==> config.mk <==
export PLATFORM = sky130hd
export DESIGN_NAME = decode_top
export DESIGN_NICKNAME = d
export VERILOG_FILES = /design/src/common/decode_pkg.sv /design/src/source/pipe_reg.sv /design/src/decoder/alu_decoder.sv /design/src/decoder/mem_decoder.sv /design/src/decoder/branch_decoder.sv /design/src/decoder/decode_select.sv /design/src/source/decode_top.sv
export SDC_FILE = /design/constraint.sdc
export NUM_CORES = 1
export LEC_CHECK = 0
export CORE_UTILIZATION = 55
export CTS_BUF_LIST = sky130_fd_sc_hd__clkbuf_2
export DETAILED_ROUTE_END_ITERATION = 10
export DONT_BUFFER_PORTS = 1
export PLACE_DENSITY = 0.73
export RECOVER_POWER = 25
export SETUP_SLACK_MARGIN = 0.3
export SYNTH_ARGS = -nofsm -noshare
export SYNTH_HDL_FRONTEND = slang
export SYNTH_HIERARCHICAL = 1
export SYNTH_SLANG_ARGS = --single-unit
==> constraint.sdc <==
create_clock -name clk -period 4.4 [get_ports clk]
set_clock_uncertainty 0.15 [all_clocks]
set_input_delay 0 -clock clk [delete_from_list [all_inputs] [get_ports clk]]
set_output_delay 0 -clock clk [all_outputs]
set_load 0.01 [all_outputs]
==> src/common/decode_pkg.sv <==
`default_nettype none

package decode_pkg;

    typedef enum logic [2:0] {
        unit_alu       = 3'd0,
        unit_branch    = 3'd1,
        unit_jump_link = 3'd2,  // Branch that also writes the link address
        unit_mul       = 3'd3,
        unit_div       = 3'd4,
        unit_mem       = 3'd5,
        unit_except    = 3'd6,
        unit_nop       = 3'd7
    } unit_e;

    typedef enum logic [3:0] {
        op_and    = 4'd0,
        op_or     = 4'd1,
        op_nor    = 4'd2,
        op_xor    = 4'd3,
        op_add    = 4'd4,
        op_sub    = 4'd5,
        op_sll    = 4'd6,
        op_srl    = 4'd7,
        op_sra    = 4'd8,
        op_slt    = 4'd9,
        op_sltu   = 4'd10,
        op_pass_b = 4'd12   // Second operand straight through
    } alu_op_e;

    typedef enum logic {
        src1_reg = 1'b0,
        src1_pc  = 1'b1
    } src1_e;

    typedef enum logic [1:0] {
        src2_reg  = 2'd0,
        src2_imm  = 2'd1,
        src2_cmp  = 2'd2,   // rd as compare operand
        src2_four = 2'd3
    } src2_e;

    // Return-stack classes seen by the predictor
    typedef enum logic [2:0] {
        jk_not_jump = 3'd0,
        jk_direct   = 3'd1,
        jk_ret      = 3'd4,
        jk_indirect = 3'd5,
        jk_call     = 3'd6,
        jk_jump     = 3'd7
    } jump_kind_e;

    typedef enum logic [5:0] {
        excp_none = 6'h00,
        excp_adef = 6'h08,
        excp_sys  = 6'h0B,
        excp_brk  = 6'h0C,
        excp_ine  = 6'h0D
    } excp_code_e;

    // ir[31:15] of the two trap instructions
    localparam logic [16:0] break_enc   = 17'h00054;
    localparam logic [16:0] syscall_enc = 17'h00056;

    typedef struct packed {
        logic [31:0] pc;
        logic [31:0] ir;
        logic        fetch_excp;
        logic [14:0] fetch_excp_code;
    } fetch_t;

    typedef struct packed {
        logic        hit;
        unit_e       unit;
        logic [3:0]  subop;     // Size, mul/div variant or branch condition
        alu_op_e     alu_op;
        src1_e       src1;
        src2_e       src2;
        jump_kind_e  kind;
        logic [4:0]  rk;
        logic [4:0]  rj;
        logic [4:0]  rd;
        logic [31:0] imm;
        logic        regwrite;
        logic        memread;
        logic        memwrite;
        logic        use_rd;
    } class_dec_t;

    typedef struct packed {
        unit_e       unit;
        logic [3:0]  subop;
        alu_op_e     alu_op;
        src1_e       src1;
        src2_e       src2;
        jump_kind_e  kind;
        logic [4:0]  rk;
        logic [4:0]  rj;
        logic [4:0]  rd;
        logic [31:0] imm;
        logic        regwrite;
        logic        memread;
        logic        memwrite;
        logic        use_rd;
        logic [31:0] pc;
        excp_code_e  excp;
        logic [14:0] excp_info;
    } decoded_t;

endpackage

`default_nettype wire

==> src/source/pipe_reg.sv <==
`default_nettype none

module pipe_reg #(
    parameter type payload_t = logic [31:0]
) (
    input  logic     clk,
    input  logic     rst,
    input  logic     in_valid,
    output logic     in_ready,
    input  payload_t in_data,
    output logic     out_valid,
    input  logic     out_ready,
    output payload_t out_data
);

    logic     full;
    payload_t data_q;

    assign in_ready  = !full || out_ready;  // Empty, or draining this cycle
    assign out_valid = full;
    assign out_data  = data_q;

    always_ff @(posedge clk)
    begin
        if (rst)
            full <= 1'b0;
        else if (in_ready)
            full <= in_valid;
    end

    always_ff @(posedge clk)
    begin
        if (in_valid && in_ready)
            data_q <= in_data;
    end

endmodule

`default_nettype wire

==> src/decoder/alu_decoder.sv <==
`default_nettype none

module alu_decoder (
    input  logic [31:0]            ir,
    output decode_pkg::class_dec_t res
);
    import decode_pkg::*;

    logic use_rk;
    logic use_rj;

    always_comb
    begin
        res    = '0;    // Unit alu, both sources from registers
        use_rk = 1'b0;
        use_rj = 1'b1;
        case (ir[31:26])
            6'b000000:
                case (ir[25:22])
                    4'b0000:
                    begin
                        res.hit = 1'b1;
                        use_rk  = 1'b1;
                        case (ir[21:15])
                            7'b0100000: res.alu_op = op_add;
                            7'b0100010: res.alu_op = op_sub;
                            7'b0100100: res.alu_op = op_slt;
                            7'b0100101: res.alu_op = op_sltu;
                            7'b0101000: res.alu_op = op_nor;
                            7'b0101001: res.alu_op = op_and;
                            7'b0101010: res.alu_op = op_or;
                            7'b0101011: res.alu_op = op_xor;
                            7'b0101110: res.alu_op = op_sll;
                            7'b0101111: res.alu_op = op_srl;
                            7'b0110000: res.alu_op = op_sra;
                            7'b0111000, 7'b0111001, 7'b0111010:
                            begin
                                res.unit  = unit_mul;   // MUL.W, MULH.W, MULH.WU
                                res.subop = {2'b00, ir[16:15]};
                            end
                            7'b1000000, 7'b1000001, 7'b1000010, 7'b1000011:
                            begin
                                res.unit  = unit_div;   // DIV.W, MOD.W, DIV.WU, MOD.WU
                                res.subop = {2'b00, ir[16:15]};
                            end
                            default: res.hit = 1'b0;
                        endcase
                    end
                    4'b0001:
                        if (ir[21:20] == 2'b00 && ir[17:15] == 3'b001 && ir[19:18] != 2'b11)
                        begin
                            res.hit  = 1'b1;
                            res.src2 = src2_imm;
                            res.imm  = {27'd0, ir[14:10]};  // Shift amount
                            case (ir[19:18])
                                2'b00:   res.alu_op = op_sll;
                                2'b01:   res.alu_op = op_srl;
                                default: res.alu_op = op_sra;
                            endcase
                        end
                    4'b1000, 4'b1001, 4'b1010:
                    begin
                        res.hit  = 1'b1;
                        res.src2 = src2_imm;
                        res.imm  = {{20{ir[21]}}, ir[21:10]};
                        case (ir[23:22])
                            2'b00:   res.alu_op = op_slt;
                            2'b01:   res.alu_op = op_sltu;
                            default: res.alu_op = op_add;
                        endcase
                    end
                    4'b1101, 4'b1110, 4'b1111:
                    begin
                        res.hit  = 1'b1;
                        res.src2 = src2_imm;
                        res.imm  = {20'd0, ir[21:10]};  // Logic ops zero extend
                        case (ir[23:22])
                            2'b01:   res.alu_op = op_and;
                            2'b10:   res.alu_op = op_or;
                            default: res.alu_op = op_xor;
                        endcase
                    end
                    default: res.hit = 1'b0;
                endcase
            6'b000101, 6'b000111:
                if (!ir[25])
                begin
                    res.hit  = 1'b1;
                    use_rj   = 1'b0;
                    res.src2 = src2_imm;
                    res.imm  = {ir[24:5], 12'd0};
                    if (ir[27])
                    begin
                        res.alu_op = op_add;    // PCADDU12I
                        res.src1   = src1_pc;
                    end
                    else
                        res.alu_op = op_pass_b; // LU12I.W
                end
            default: res.hit = 1'b0;
        endcase

        if (res.hit)
        begin
            res.rd       = ir[4:0];
            res.regwrite = 1'b1;
            if (use_rj)
                res.rj = ir[9:5];
            if (use_rk)
                res.rk = ir[14:10];
        end
    end

endmodule

`default_nettype wire

==> src/decoder/mem_decoder.sv <==
`default_nettype none

module mem_decoder (
    input  logic [31:0]            ir,
    output decode_pkg::class_dec_t res
);
    import decode_pkg::*;

    logic       mem_major;
    logic       acc_hit;
    logic [3:0] size_op;
    logic       is_store;
    logic       is_preld;
    logic       is_dbar;

    assign mem_major = ir[31:26] == 6'b001010;
    assign is_preld  = mem_major && ir[25:22] == 4'b1011;
    assign is_dbar   = ir[31:15] == 17'b0011_1000_0111_0010_0;
    assign is_store  = size_op >= 4'd3 && size_op <= 4'd5;

    always_comb
    begin
        acc_hit = 1'b1;
        size_op = 4'd0;
        case (ir[25:22])
            4'b0000: size_op = 4'd0;    // LD.B
            4'b0001: size_op = 4'd1;    // LD.H
            4'b0010: size_op = 4'd2;    // LD.W
            4'b0100: size_op = 4'd3;    // ST.B
            4'b0101: size_op = 4'd4;    // ST.H
            4'b0110: size_op = 4'd5;    // ST.W
            4'b1000: size_op = 4'd6;    // LD.BU
            4'b1001: size_op = 4'd7;    // LD.HU
            default: acc_hit = 1'b0;
        endcase
    end

    always_comb
    begin
        res = '0;
        if (mem_major && acc_hit)
        begin
            res.hit      = 1'b1;
            res.unit     = unit_mem;
            res.subop    = size_op;
            res.src2     = src2_imm;
            res.imm      = {{20{ir[21]}}, ir[21:10]};
            res.rj       = ir[9:5];
            res.rd       = ir[4:0];
            res.memread  = !is_store;
            res.regwrite = !is_store;
            res.memwrite = is_store;
            res.use_rd   = is_store;    // Store data sits in rd
        end
        else if (is_preld || is_dbar)
        begin
            res.hit  = 1'b1;
            res.unit = unit_nop;
        end
    end

endmodule

`default_nettype wire

==> src/decoder/branch_decoder.sv <==
`default_nettype none

module branch_decoder (
    input  logic [31:0]            ir,
    output decode_pkg::class_dec_t res
);
    import decode_pkg::*;

    logic [31:0] offs16;
    logic [31:0] offs26;

    assign offs16 = {{14{ir[25]}}, ir[25:10], 2'b00};
    assign offs26 = {{4{ir[9]}}, ir[9:0], ir[25:10], 2'b00};

    always_comb
    begin
        res = '0;
        case (ir[31:26])
            6'b010011:  // JIRL
            begin
                res.hit      = 1'b1;
                res.unit     = unit_jump_link;
                res.alu_op   = op_add;
                res.src1     = src1_pc;
                res.src2     = src2_four;
                res.rj       = ir[9:5];
                res.rd       = ir[4:0];
                res.imm      = offs16;
                res.regwrite = 1'b1;
                if (ir[4:0] == 5'd0 && ir[9:5] == 5'd1 && ir[25:10] == 16'd0)
                    res.kind = jk_ret;
                else if (ir[4:0] == 5'd1)
                    res.kind = jk_call;
                else
                    res.kind = jk_indirect;
            end
            6'b010100:  // B
            begin
                res.hit  = 1'b1;
                res.unit = unit_branch;
                res.imm  = offs26;
                res.kind = jk_jump;
            end
            6'b010101:  // BL
            begin
                res.hit      = 1'b1;
                res.unit     = unit_jump_link;
                res.subop    = 4'd1;
                res.alu_op   = op_add;
                res.src1     = src1_pc;
                res.src2     = src2_four;
                res.rd       = 5'd1;
                res.imm      = offs26;
                res.regwrite = 1'b1;
                res.kind     = jk_call;
            end
            6'b010110, 6'b010111, 6'b011000, 6'b011001, 6'b011010, 6'b011011:
            begin
                res.hit    = 1'b1;
                res.unit   = unit_branch;
                res.subop  = ir[29:26] - 4'd5;  // BEQ 1 through BGEU 6
                res.src2   = src2_cmp;
                res.rj     = ir[9:5];
                res.rd     = ir[4:0];
                res.imm    = offs16;
                res.use_rd = 1'b1;
                res.kind   = jk_direct;
                case (ir[28:27])
                    2'b11:   res.alu_op = op_sub;   // BEQ, BNE
                    2'b00:   res.alu_op = op_slt;   // BLT, BGE
                    default: res.alu_op = op_sltu;
                endcase
            end
            default: res.hit = 1'b0;
        endcase
    end

endmodule

`default_nettype wire

==> src/decoder/decode_select.sv <==
`default_nettype none

module decode_select (
    input  logic [31:0]            pc,
    input  logic [31:0]            ir,
    input  logic                   fetch_excp,
    input  logic [14:0]            fetch_excp_code,
    input  decode_pkg::class_dec_t alu_res,
    input  decode_pkg::class_dec_t mem_res,
    input  decode_pkg::class_dec_t br_res,
    output decode_pkg::decoded_t   dec
);
    import decode_pkg::*;

    class_dec_t hit_res;

    // Opcode sets are disjoint, so at most one of these hits
    always_comb
    begin
        if (alu_res.hit)
            hit_res = alu_res;
        else if (mem_res.hit)
            hit_res = mem_res;
        else
            hit_res = br_res;
    end

    always_comb
    begin
        dec    = '0;
        dec.pc = pc;
        if (fetch_excp)
        begin
            dec.unit      = unit_except;
            dec.excp_info = fetch_excp_code;
        end
        else if (pc[1:0] != 2'b00)
        begin
            dec.unit = unit_except;
            dec.excp = excp_adef;
        end
        else if (ir[31:15] == syscall_enc || ir[31:15] == break_enc)
        begin
            dec.unit = unit_except;
            dec.excp = (ir[31:15] == syscall_enc) ? excp_sys : excp_brk;
        end
        else if (hit_res.hit)
        begin
            dec.unit     = hit_res.unit;
            dec.subop    = hit_res.subop;
            dec.alu_op   = hit_res.alu_op;
            dec.src1     = hit_res.src1;
            dec.src2     = hit_res.src2;
            dec.kind     = hit_res.kind;
            dec.rk       = hit_res.rk;
            dec.rj       = hit_res.rj;
            dec.rd       = hit_res.rd;
            dec.imm      = hit_res.imm;
            dec.regwrite = hit_res.regwrite;
            dec.memread  = hit_res.memread;
            dec.memwrite = hit_res.memwrite;
            dec.use_rd   = hit_res.use_rd;
        end
        else
        begin
            dec.unit = unit_except;  // Reserved or dropped encoding
            dec.excp = excp_ine;
        end
    end

endmodule

`default_nettype wire

==> src/source/decode_top.sv <==
`default_nettype none

module decode_top (
    input  logic                 clk,
    input  logic                 rst,
    input  logic                 in_valid,
    output logic                 in_ready,
    input  decode_pkg::fetch_t   in_pkt,
    output logic                 out_valid,
    input  logic                 out_ready,
    output decode_pkg::decoded_t out_dec
);
    import decode_pkg::*;

    logic       f_valid;
    logic       f_ready;
    fetch_t     f_pkt;
    class_dec_t alu_res;
    class_dec_t mem_res;
    class_dec_t br_res;
    decoded_t   dec;

    pipe_reg #(.payload_t(fetch_t)) u_fetch_reg (
        .clk       (clk),
        .rst       (rst),
        .in_valid  (in_valid),
        .in_ready  (in_ready),
        .in_data   (in_pkt),
        .out_valid (f_valid),
        .out_ready (f_ready),
        .out_data  (f_pkt)
    );

    alu_decoder u_alu_dec (.ir(f_pkt.ir), .res(alu_res));

    mem_decoder u_mem_dec (.ir(f_pkt.ir), .res(mem_res));

    branch_decoder u_br_dec (.ir(f_pkt.ir), .res(br_res));

    decode_select u_sel (
        .pc              (f_pkt.pc),
        .ir              (f_pkt.ir),
        .fetch_excp      (f_pkt.fetch_excp),
        .fetch_excp_code (f_pkt.fetch_excp_code),
        .alu_res         (alu_res),
        .mem_res         (mem_res),
        .br_res          (br_res),
        .dec             (dec)
    );

    pipe_reg #(.payload_t(decoded_t)) u_dec_reg (
        .clk       (clk),
        .rst       (rst),
        .in_valid  (f_valid),
        .in_ready  (f_ready),
        .in_data   (dec),
        .out_valid (out_valid),
        .out_ready (out_ready),
        .out_data  (out_dec)
    );

endmodule

`default_nettype wire

==> results_dict.tcl, run 1 <==
set metrics [dict create \
    yosys.cell_types.count 79 \
    cp.required_ns 4.88 \
    track_usage_pct 25.8 \
    clk_path_buf_depth 3 \
    synth_ff_type "edfxtp_1" \
    gp_congestion 0.861 \
    finalInstanceArea_um2 12800 \
    final_cell_mix "201 x edfxtp_1, 166 x dlygate4sd3_1, 137 x nand2_1, 75 x and3_1, 74 x o21ai_0" \
    maxCapViolCount 0 \
    timing.slew.headroom_pct 24.8 \
    arrival_ns 4.32 \
    grt_setup_unrepaired "no" \
    slew_viol_final 0 \
    area_delta_synth_final_pct 14.6 \
    grt_overflow 0 \
    portBuffers 0 \
    leakagePower_nw 4.79 \
    async_flop_share_pct 0 \
    drive_above_1_share_pct 12.2 \
    first_pass_iters 5 \
    crit_path_start_kind "flip-flop" \
    fin_nets 1199 \
    crit_slowest_cell "edfxtp_1" \
    syn_area_um2 11200 \
    grt_pass1_wl_um 40600 \
    timing.fmax_mhz 260 \
    synthCells 988 \
    clk_pin_slew_ns 0.14 \
    synth_edf_count 201 \
    hpwl_um 15200 \
    drc 0 \
    tns_ns 0 \
    antenna_found_initial 1 \
    crit_type "reg2reg" \
    antenna_left 0 \
    cts_num_sinks 203 \
    dr.first_iter.drc_count 604 \
    cpPeakStageDelay_ns 0.58 \
    place_area_um2 10800 \
    outcome "finished clean" \
    pin_count 207 \
    cp_max_fo 32 \
    worstHoldPathType "in2reg" \
    dr_total_vias 7641 \
    drt-total-wl_um 27100 \
    fin_cells 1397 \
    endpoint_kind "flip-flop" \
    hold_viol 0 \
    final_common_cell "edfxtp_1" \
    grt_pass1_vias 7556 \
    die_area_um2 20900 \
    clock_latency_ns 0.83 \
    yosysWarnings 6 \
    fp.dieW_um 145 \
    cts_htree_levels 2 \
    path_cells "inv_1 > ha_1 > or3b_1 > nor2_1 > or4b_1 > a31oi_4 > nor3_4 > nor2b_4 > buf_4 > and3_1" \
    fillCellCount 1527 \
    p_per_area_nw_per_um2 302 \
    setup_viol 0 \
    initial_core_util_pct 56.8 \
    fp.coreArea_um2 19700 \
    cts_buffers 51 \
    cts_root_buffer "clkbuf_2" \
    synth_area_per_cell_um2 11.3 \
    viasPerCell 5.47 \
    tritoncts "yes" \
    max_slew.worst_pin.slew_ns 1.13 \
    ir_drop_mv 0.268 \
    grt_max_degree 123 \
    routedWlPerCell_um 19.4 \
    place_inst 1147 \
    ys_seq_area_share_pct 54.3 \
    die_y_um 145 \
    ys_seq_elements 203 \
    fin_crit_ns 3.85 \
    num_rows 51 \
    fin_crit_sh_pct 87.4 \
]
-- critical path: cells and delay by family (launching register included) --
family / cells / cell delay [ns]
compound gates: 1 / 0.29
fa+ha+maj: 1 / 0.31
simple gates: 6 / 1.74
flops: 1 / 0.58
buf+inv: 2 / 0.56
-- worst paths after layout --
| path | cells past startpoint | slack [ns] | to | from |
|---|---|---|---|---|
| worst max-delay path | 10 | 0.55 | u_dec_reg/out_data[87] | u_fetch_reg/out_data[38] |
| worst min-delay path | 2 | 0.16 | u_fetch_reg/out_data[37] | in_pkt[37] |
| worst max register to register | 10 | 0.55 | u_dec_reg/out_data[87] | u_fetch_reg/out_data[38] |
| worst min register to register | 0 | 0.26 | u_dec_reg/out_data[40] | u_fetch_reg/out_data[67] |
-- metrics by stage --
step / utilization, % / power, mW / hold WS [ns] / worst slack, ns
after CTS: 65.1 / 3.86 / 0.119 / 0.570
after floorplan: - / 2.57 / -0.0876 / 0.925
after detailed placement: 54.6 / 2.60 / -0.0862 / 0.637
final: 65.1 / 3.87 / 0.161 / 0.553
after global placement: 54.6 / 2.60 / -0.0862 / 0.770
after global routing: 65.1 / 4.04 / 0.119 / 0.303
-- logic make-up after synthesis --
group                    count (synthesis)  share of synthesized area [%]
XOR/XNOR                                 4                          0.313
other                                    4                          0.134
AND/OR/NAND/NOR                        393                           19.8
flip-flops                             203                           54.3
multiplexers                            74                           6.65
AO/OA/AOI/OAI                          126                           7.10
adder cells (fa/ha/maj)                 14                           1.56
buffers and inverters                  170                           10.2
-- power by group --
| group | internal, mW | total (mW) | switching (mW) |
|---|---|---|---|
| clock | 0.402 | 1.18 | 0.782 |
| combinational | 0.172 | 0.340 | 0.168 |
| sequential | 2.24 | 2.35 | 0.111 |
| total | 2.81 | 3.87 | 1.06 |
-- repair_timing --
action,CTS,global route
hold endpoints to repair,214,0
buffers inserted,0,0
gates resized for setup,0,0
hold buffers,166,0
-- cell type report --
class	instances	area, µm²	area share, %
Antenna cell	1	2.50	0.0195
Clock buffer	64	320	2.50
Clock inverter	19	83.8	0.653
Inverter	15	58.8	0.458
Multi-Input combinational cell	647	4130	32.2
Sequential cell	203	6080	47.4
Tap cell	265	332	2.58
Timing Repair Buffer	183	1830	14.2
-- synthesized netlist by cell type, types with 5 or more instances --
| cell type | instances | area, µm² |
|---|---|---|
| edfxtp_1 | 201 | 6040 |
| nand2_1 | 137 | 514 |
| buf_4 | 103 | 773 |
| and3_1 | 75 | 469 |
| o21ai_0 | 74 | 370 |
| mux2i_1 | 71 | 711 |
| and2_1 | 46 | 288 |
| nor2b_1 | 27 | 169 |
| nor2_1 | 25 | 93.8 |
| clkbuf_1 | 22 | 82.6 |
| buf_2 | 16 | 80.1 |
| ha_1 | 14 | 175 |
| inv_1 | 14 | 52.6 |
| a21oi_1 | 12 | 60.1 |
| and2_2 | 12 | 90.1 |
| buf_6 | 12 | 135 |
| nor4_1 | 10 | 62.6 |
| nor3_1 | 8 | 40.0 |
| a21boi_0 | 7 | 52.6 |
| nand3_1 | 7 | 35.0 |
| a21o_1 | 5 | 37.5 |
-- flip-flops by register name, summed over array words and instances (netlist names) --
| name | count |
|---|---|
| u_dec_reg/out_data | 121 |
| u_fetch_reg/out_data | 80 |
| u_dec_reg/out_valid | 1 |
| u_fetch_reg/out_valid | 1 |
-- per-layer routing --
metal  global-route usage (%)  share of wire (%)  wire (µm)
met5                        0                  0          0
met4                     9.81                2.4        643
met3                     5.96                7.5       2040
met2                     43.5                 50      13600
met1                     32.3                 40      10900
(Power assumes the default switching activity.)
==> inputs of run 2 (changes only) <==
--- a/config.mk
+++ b/config.mk
@@ -5,6 +5,7 @@
 export SDC_FILE = /design/constraint.sdc
 export NUM_CORES = 1
 export LEC_CHECK = 0
+export ABC_AREA = 1
 export CORE_UTILIZATION = 55
 export CTS_BUF_LIST = sky130_fd_sc_hd__clkbuf_2
 export DETAILED_ROUTE_END_ITERATION = 10
==> run 2 against run 1 <==
Effect of this change:
- synthesized area increased by 2.3%
- via count rose by 16%
- die area up 2.3%
- combinational power is 14% higher
- final cell count up 20%
- design area rose by 1.6%
- worst hold slack worse by 0.020 ns
- worst setup slack improved by 0.25 ns
- register-to-register slack better by 0.25 ns
- first-iteration DRC count up 39%
- count of clock-buffer cells in the layout rose by 7
- synthesized cell count increased by 28%
- critical path type unchanged
==> results_dict.tcl, run 2 <==
set metrics [dict create \
    outcome "finished clean" \
    crit_slowest_cell "edfxtp_1" \
    cts_setup_buffers 0 \
    fin_nets 1465 \
    die_y_um 146 \
    synthCells 1264 \
    fin_crit_sh_pct 81.7 \
    yosysWarnings 6 \
    maxCapViolCount 0 \
    pin_count 207 \
    fp.coreArea_um2 20300 \
    area_delta_synth_final_pct 13.8 \
    dp_slack_ns 0.945 \
    hold_viol 0 \
    cp_common_cell "nand2_2" \
    arrival_ns 3.97 \
    cts_root_buffer "clkbuf_2" \
    hpwl_um 16800 \
    grt_pass1_vias 8554 \
    slew_viol_final 0 \
    fin_crit_ns 3.59 \
    grt_overflow 0 \
    track_usage_pct 28.2 \
    viasPerCell 5.30 \
    layout_setup_ws_ns 0.806 \
    dr.first_iter.drc_count 838 \
    r2r-start "u_fetch_reg/out_data[39]" \
    final_common_cell "nand2_1" \
    drc 0 \
    timing.slew.headroom_pct 27.8 \
    crit_family "simple AND/OR/NAND/NOR gates" \
    antenna_found_initial 1 \
    min_to "u_fetch_reg/out_data[50]" \
    yosys.cell_types.count 40 \
    cp.required_ns 4.77 \
    synth_area_per_cell_um2 9.06 \
    grt_setup_unrepaired "no" \
    ir_drop_mv 0.253 \
    ff2ff_setup_slack_ns 0.81 \
    synth_top_family_by_area "simple AND/OR/NAND/NOR gates" \
    num_rows 52 \
    crit_path_start_kind "flip-flop" \
    syn_area_um2 11500 \
    leakagePower_nw 5.65 \
    gp_congestion 0.906 \
    final_cell_mix "310 x nand2_1, 201 x edfxtp_1, 166 x dlygate4sd3_1, 155 x nor2_1, 121 x inv_1" \
    synthAdderAreaFrac_pct 1.53 \
    portBuffers 0 \
    initial_core_util_pct 56.4 \
    multi_input_area_um2 3870 \
    max_slew.worst_pin.slew_ns 1.08 \
    async_flop_share_pct 0 \
    cts_resized 0 \
    cpPeakStageDelay_ns 0.61 \
    cts_htree_levels 2 \
    hold_path_depth 2 \
    synthMuxAreaShare_pct 0 \
    antenna_left 0 \
    cp_max_fo 66 \
    grt_pass1_wl_um 46800 \
    clk_path_buf_depth 3 \
    setup_viol 0 \
    path_cells "inv_1 > ha_1 > inv_2 > nand2_2 > o21ai_2 > nand2_2 > inv_2 > o21ai_2 > a21oi_1 > nand2_2 > nand2_4 > nand2_1 > clkinv_2 > nand2_1 > nand4_1 > buf_12 > nor2_1" \
    tritoncts "yes" \
    drive_above_1_share_pct 10.9 \
    r2r-end "u_dec_reg/out_data[81]" \
    ys_seq_area_share_pct 53.0 \
    synth-xor-area-share_pct 0.153 \
    hold_path.startpoint "in_pkt[50]" \
    p_per_area_nw_per_um2 304 \
    cts_buffers 50 \
    fillCellCount 1639 \
    cts_num_sinks 203 \
    synth_most_common_cell "nand2_1" \
    clock_latency_ns 0.87 \
    endpoint_kind "flip-flop" \
    synth.top_cell.area_share_pct 52.7 \
    routedWlPerCell_um 18.1 \
    dr_total_vias 8859 \
    yosys.area_share.simple_pct 23.3 \
    tns_ns 0 \
    drt-total-wl_um 30300 \
    fp.dieW_um 146 \
    synth_edf_count 201 \
    grt_max_degree 89 \
    clk_pin_slew_ns 0.13 \
    path_buf_inv 5 \
    timing.fmax_mhz 278 \
    die_area_um2 21400 \
    yosys.area.top_type "edfxtp_1" \
    synth_ff_type "edfxtp_1" \
    layout.area.seq_um2 6080 \
    ys_seq_elements 203 \
    first_pass_iters 6 \
    reg2reg_depth 17 \
    netlist_top_cells_count "310 x nand2_1, 201 x edfxtp_1, 155 x nor2_1, 121 x inv_1, 105 x buf_4" \
    crit_type "reg2reg" \
    synth_compound_area_share_pct 7.42 \
    worstHoldPathType "in2reg" \
    largest_reg_flops 121 \
    yosys-top-cells-area "edfxtp_1 53%, nand2_1 10%, buf_4 6.9%" \
]
==> run 2: cell count changes after synthesis, moves of 71 or more <==
cell,delta
inv_1,+107
nor2_1,+130
nand3_1,+88
mux2i_1,-71
and3_1,-74
nand2_1,+173
==> run 2: timing repair <==
item / CTS / global route
hold endpoints to repair: 283 / 0
hold buffers: 166 / 0
setup endpoints to repair: 0 / 0
==> run 2: where the power goes <==
group	internal, mW	switching [mW]
clock network	0.443	0.819
registers	2.22	0.0998
logic	0.167	0.220
total	2.83	1.14
==> run 2: cell families (layout without fill, tap and decap cells) <==
logic type	count (synthesis)	count (layout)
fa+ha+maj	14	14
xor+xnor	2	2
buf+inv	299	403
flops	203	203
simple gates	616	616
other cells	4	37
compound gates	126	126
==> run 2: worst max-delay path by stage <==
stage                        startpoint                 endpoint  cells past startpoint
3_3_place_gp   u_fetch_reg/out_data[39]  u_dec_reg/out_data[105]                     17
2_1_floorplan       u_dec_reg/out_valid  u_fetch_reg/out_data[0]                      3
6_report       u_fetch_reg/out_data[39]   u_dec_reg/out_data[81]                     17
3_5_place_dp   u_fetch_reg/out_data[39]   u_dec_reg/out_data[78]                     17
5_1_grt        u_fetch_reg/out_data[39]   u_dec_reg/out_data[73]                     17
4_1_cts        u_fetch_reg/out_data[39]   u_dec_reg/out_data[82]                     17
==> run 2: area by class of cell <==
| cell class | count | area share, % |
|---|---|---|
| diodes | 1 | 0.0192 |
| clock buffers | 71 | 2.73 |
| clock inverters | 14 | 0.557 |
| inverters | 137 | 3.95 |
| multi-input cells | 794 | 29.7 |
| flip-flops and latches | 203 | 46.6 |
| well taps | 270 | 2.59 |
| repair buffers | 181 | 13.9 |
==> run 2: through the flow <==
| stage | total power, mW | instance area, µm² | std cells | hold slack (ns) | utilization (%) |
|---|---|---|---|---|---|
| 4_1_cts | 3.91 | 13000 | 1670 | 0.0918 | 64.2 |
| 6_report | 3.97 | 13000 | 1671 | 0.141 | 64.2 |
| 5_1_grt | 4.13 | 13000 | 1671 | 0.0884 | 64.2 |
| 3_5_place_dp | 2.61 | 11000 | 1419 | -0.0864 | 53.9 |
| 3_3_place_gp | 2.60 | 11000 | 1419 | -0.0862 | 53.9 |
| 2_1_floorplan | 2.58 | 11600 | 1296 | -0.0876 | - |
==> run 2: routing by layer <==
metal / GRT usage, % / routed length (µm)
met3: 6.00 / 2410
met1: 35.3 / 11800
met5: 0 / 0
met2: 48.5 / 15400
met4: 9.32 / 683
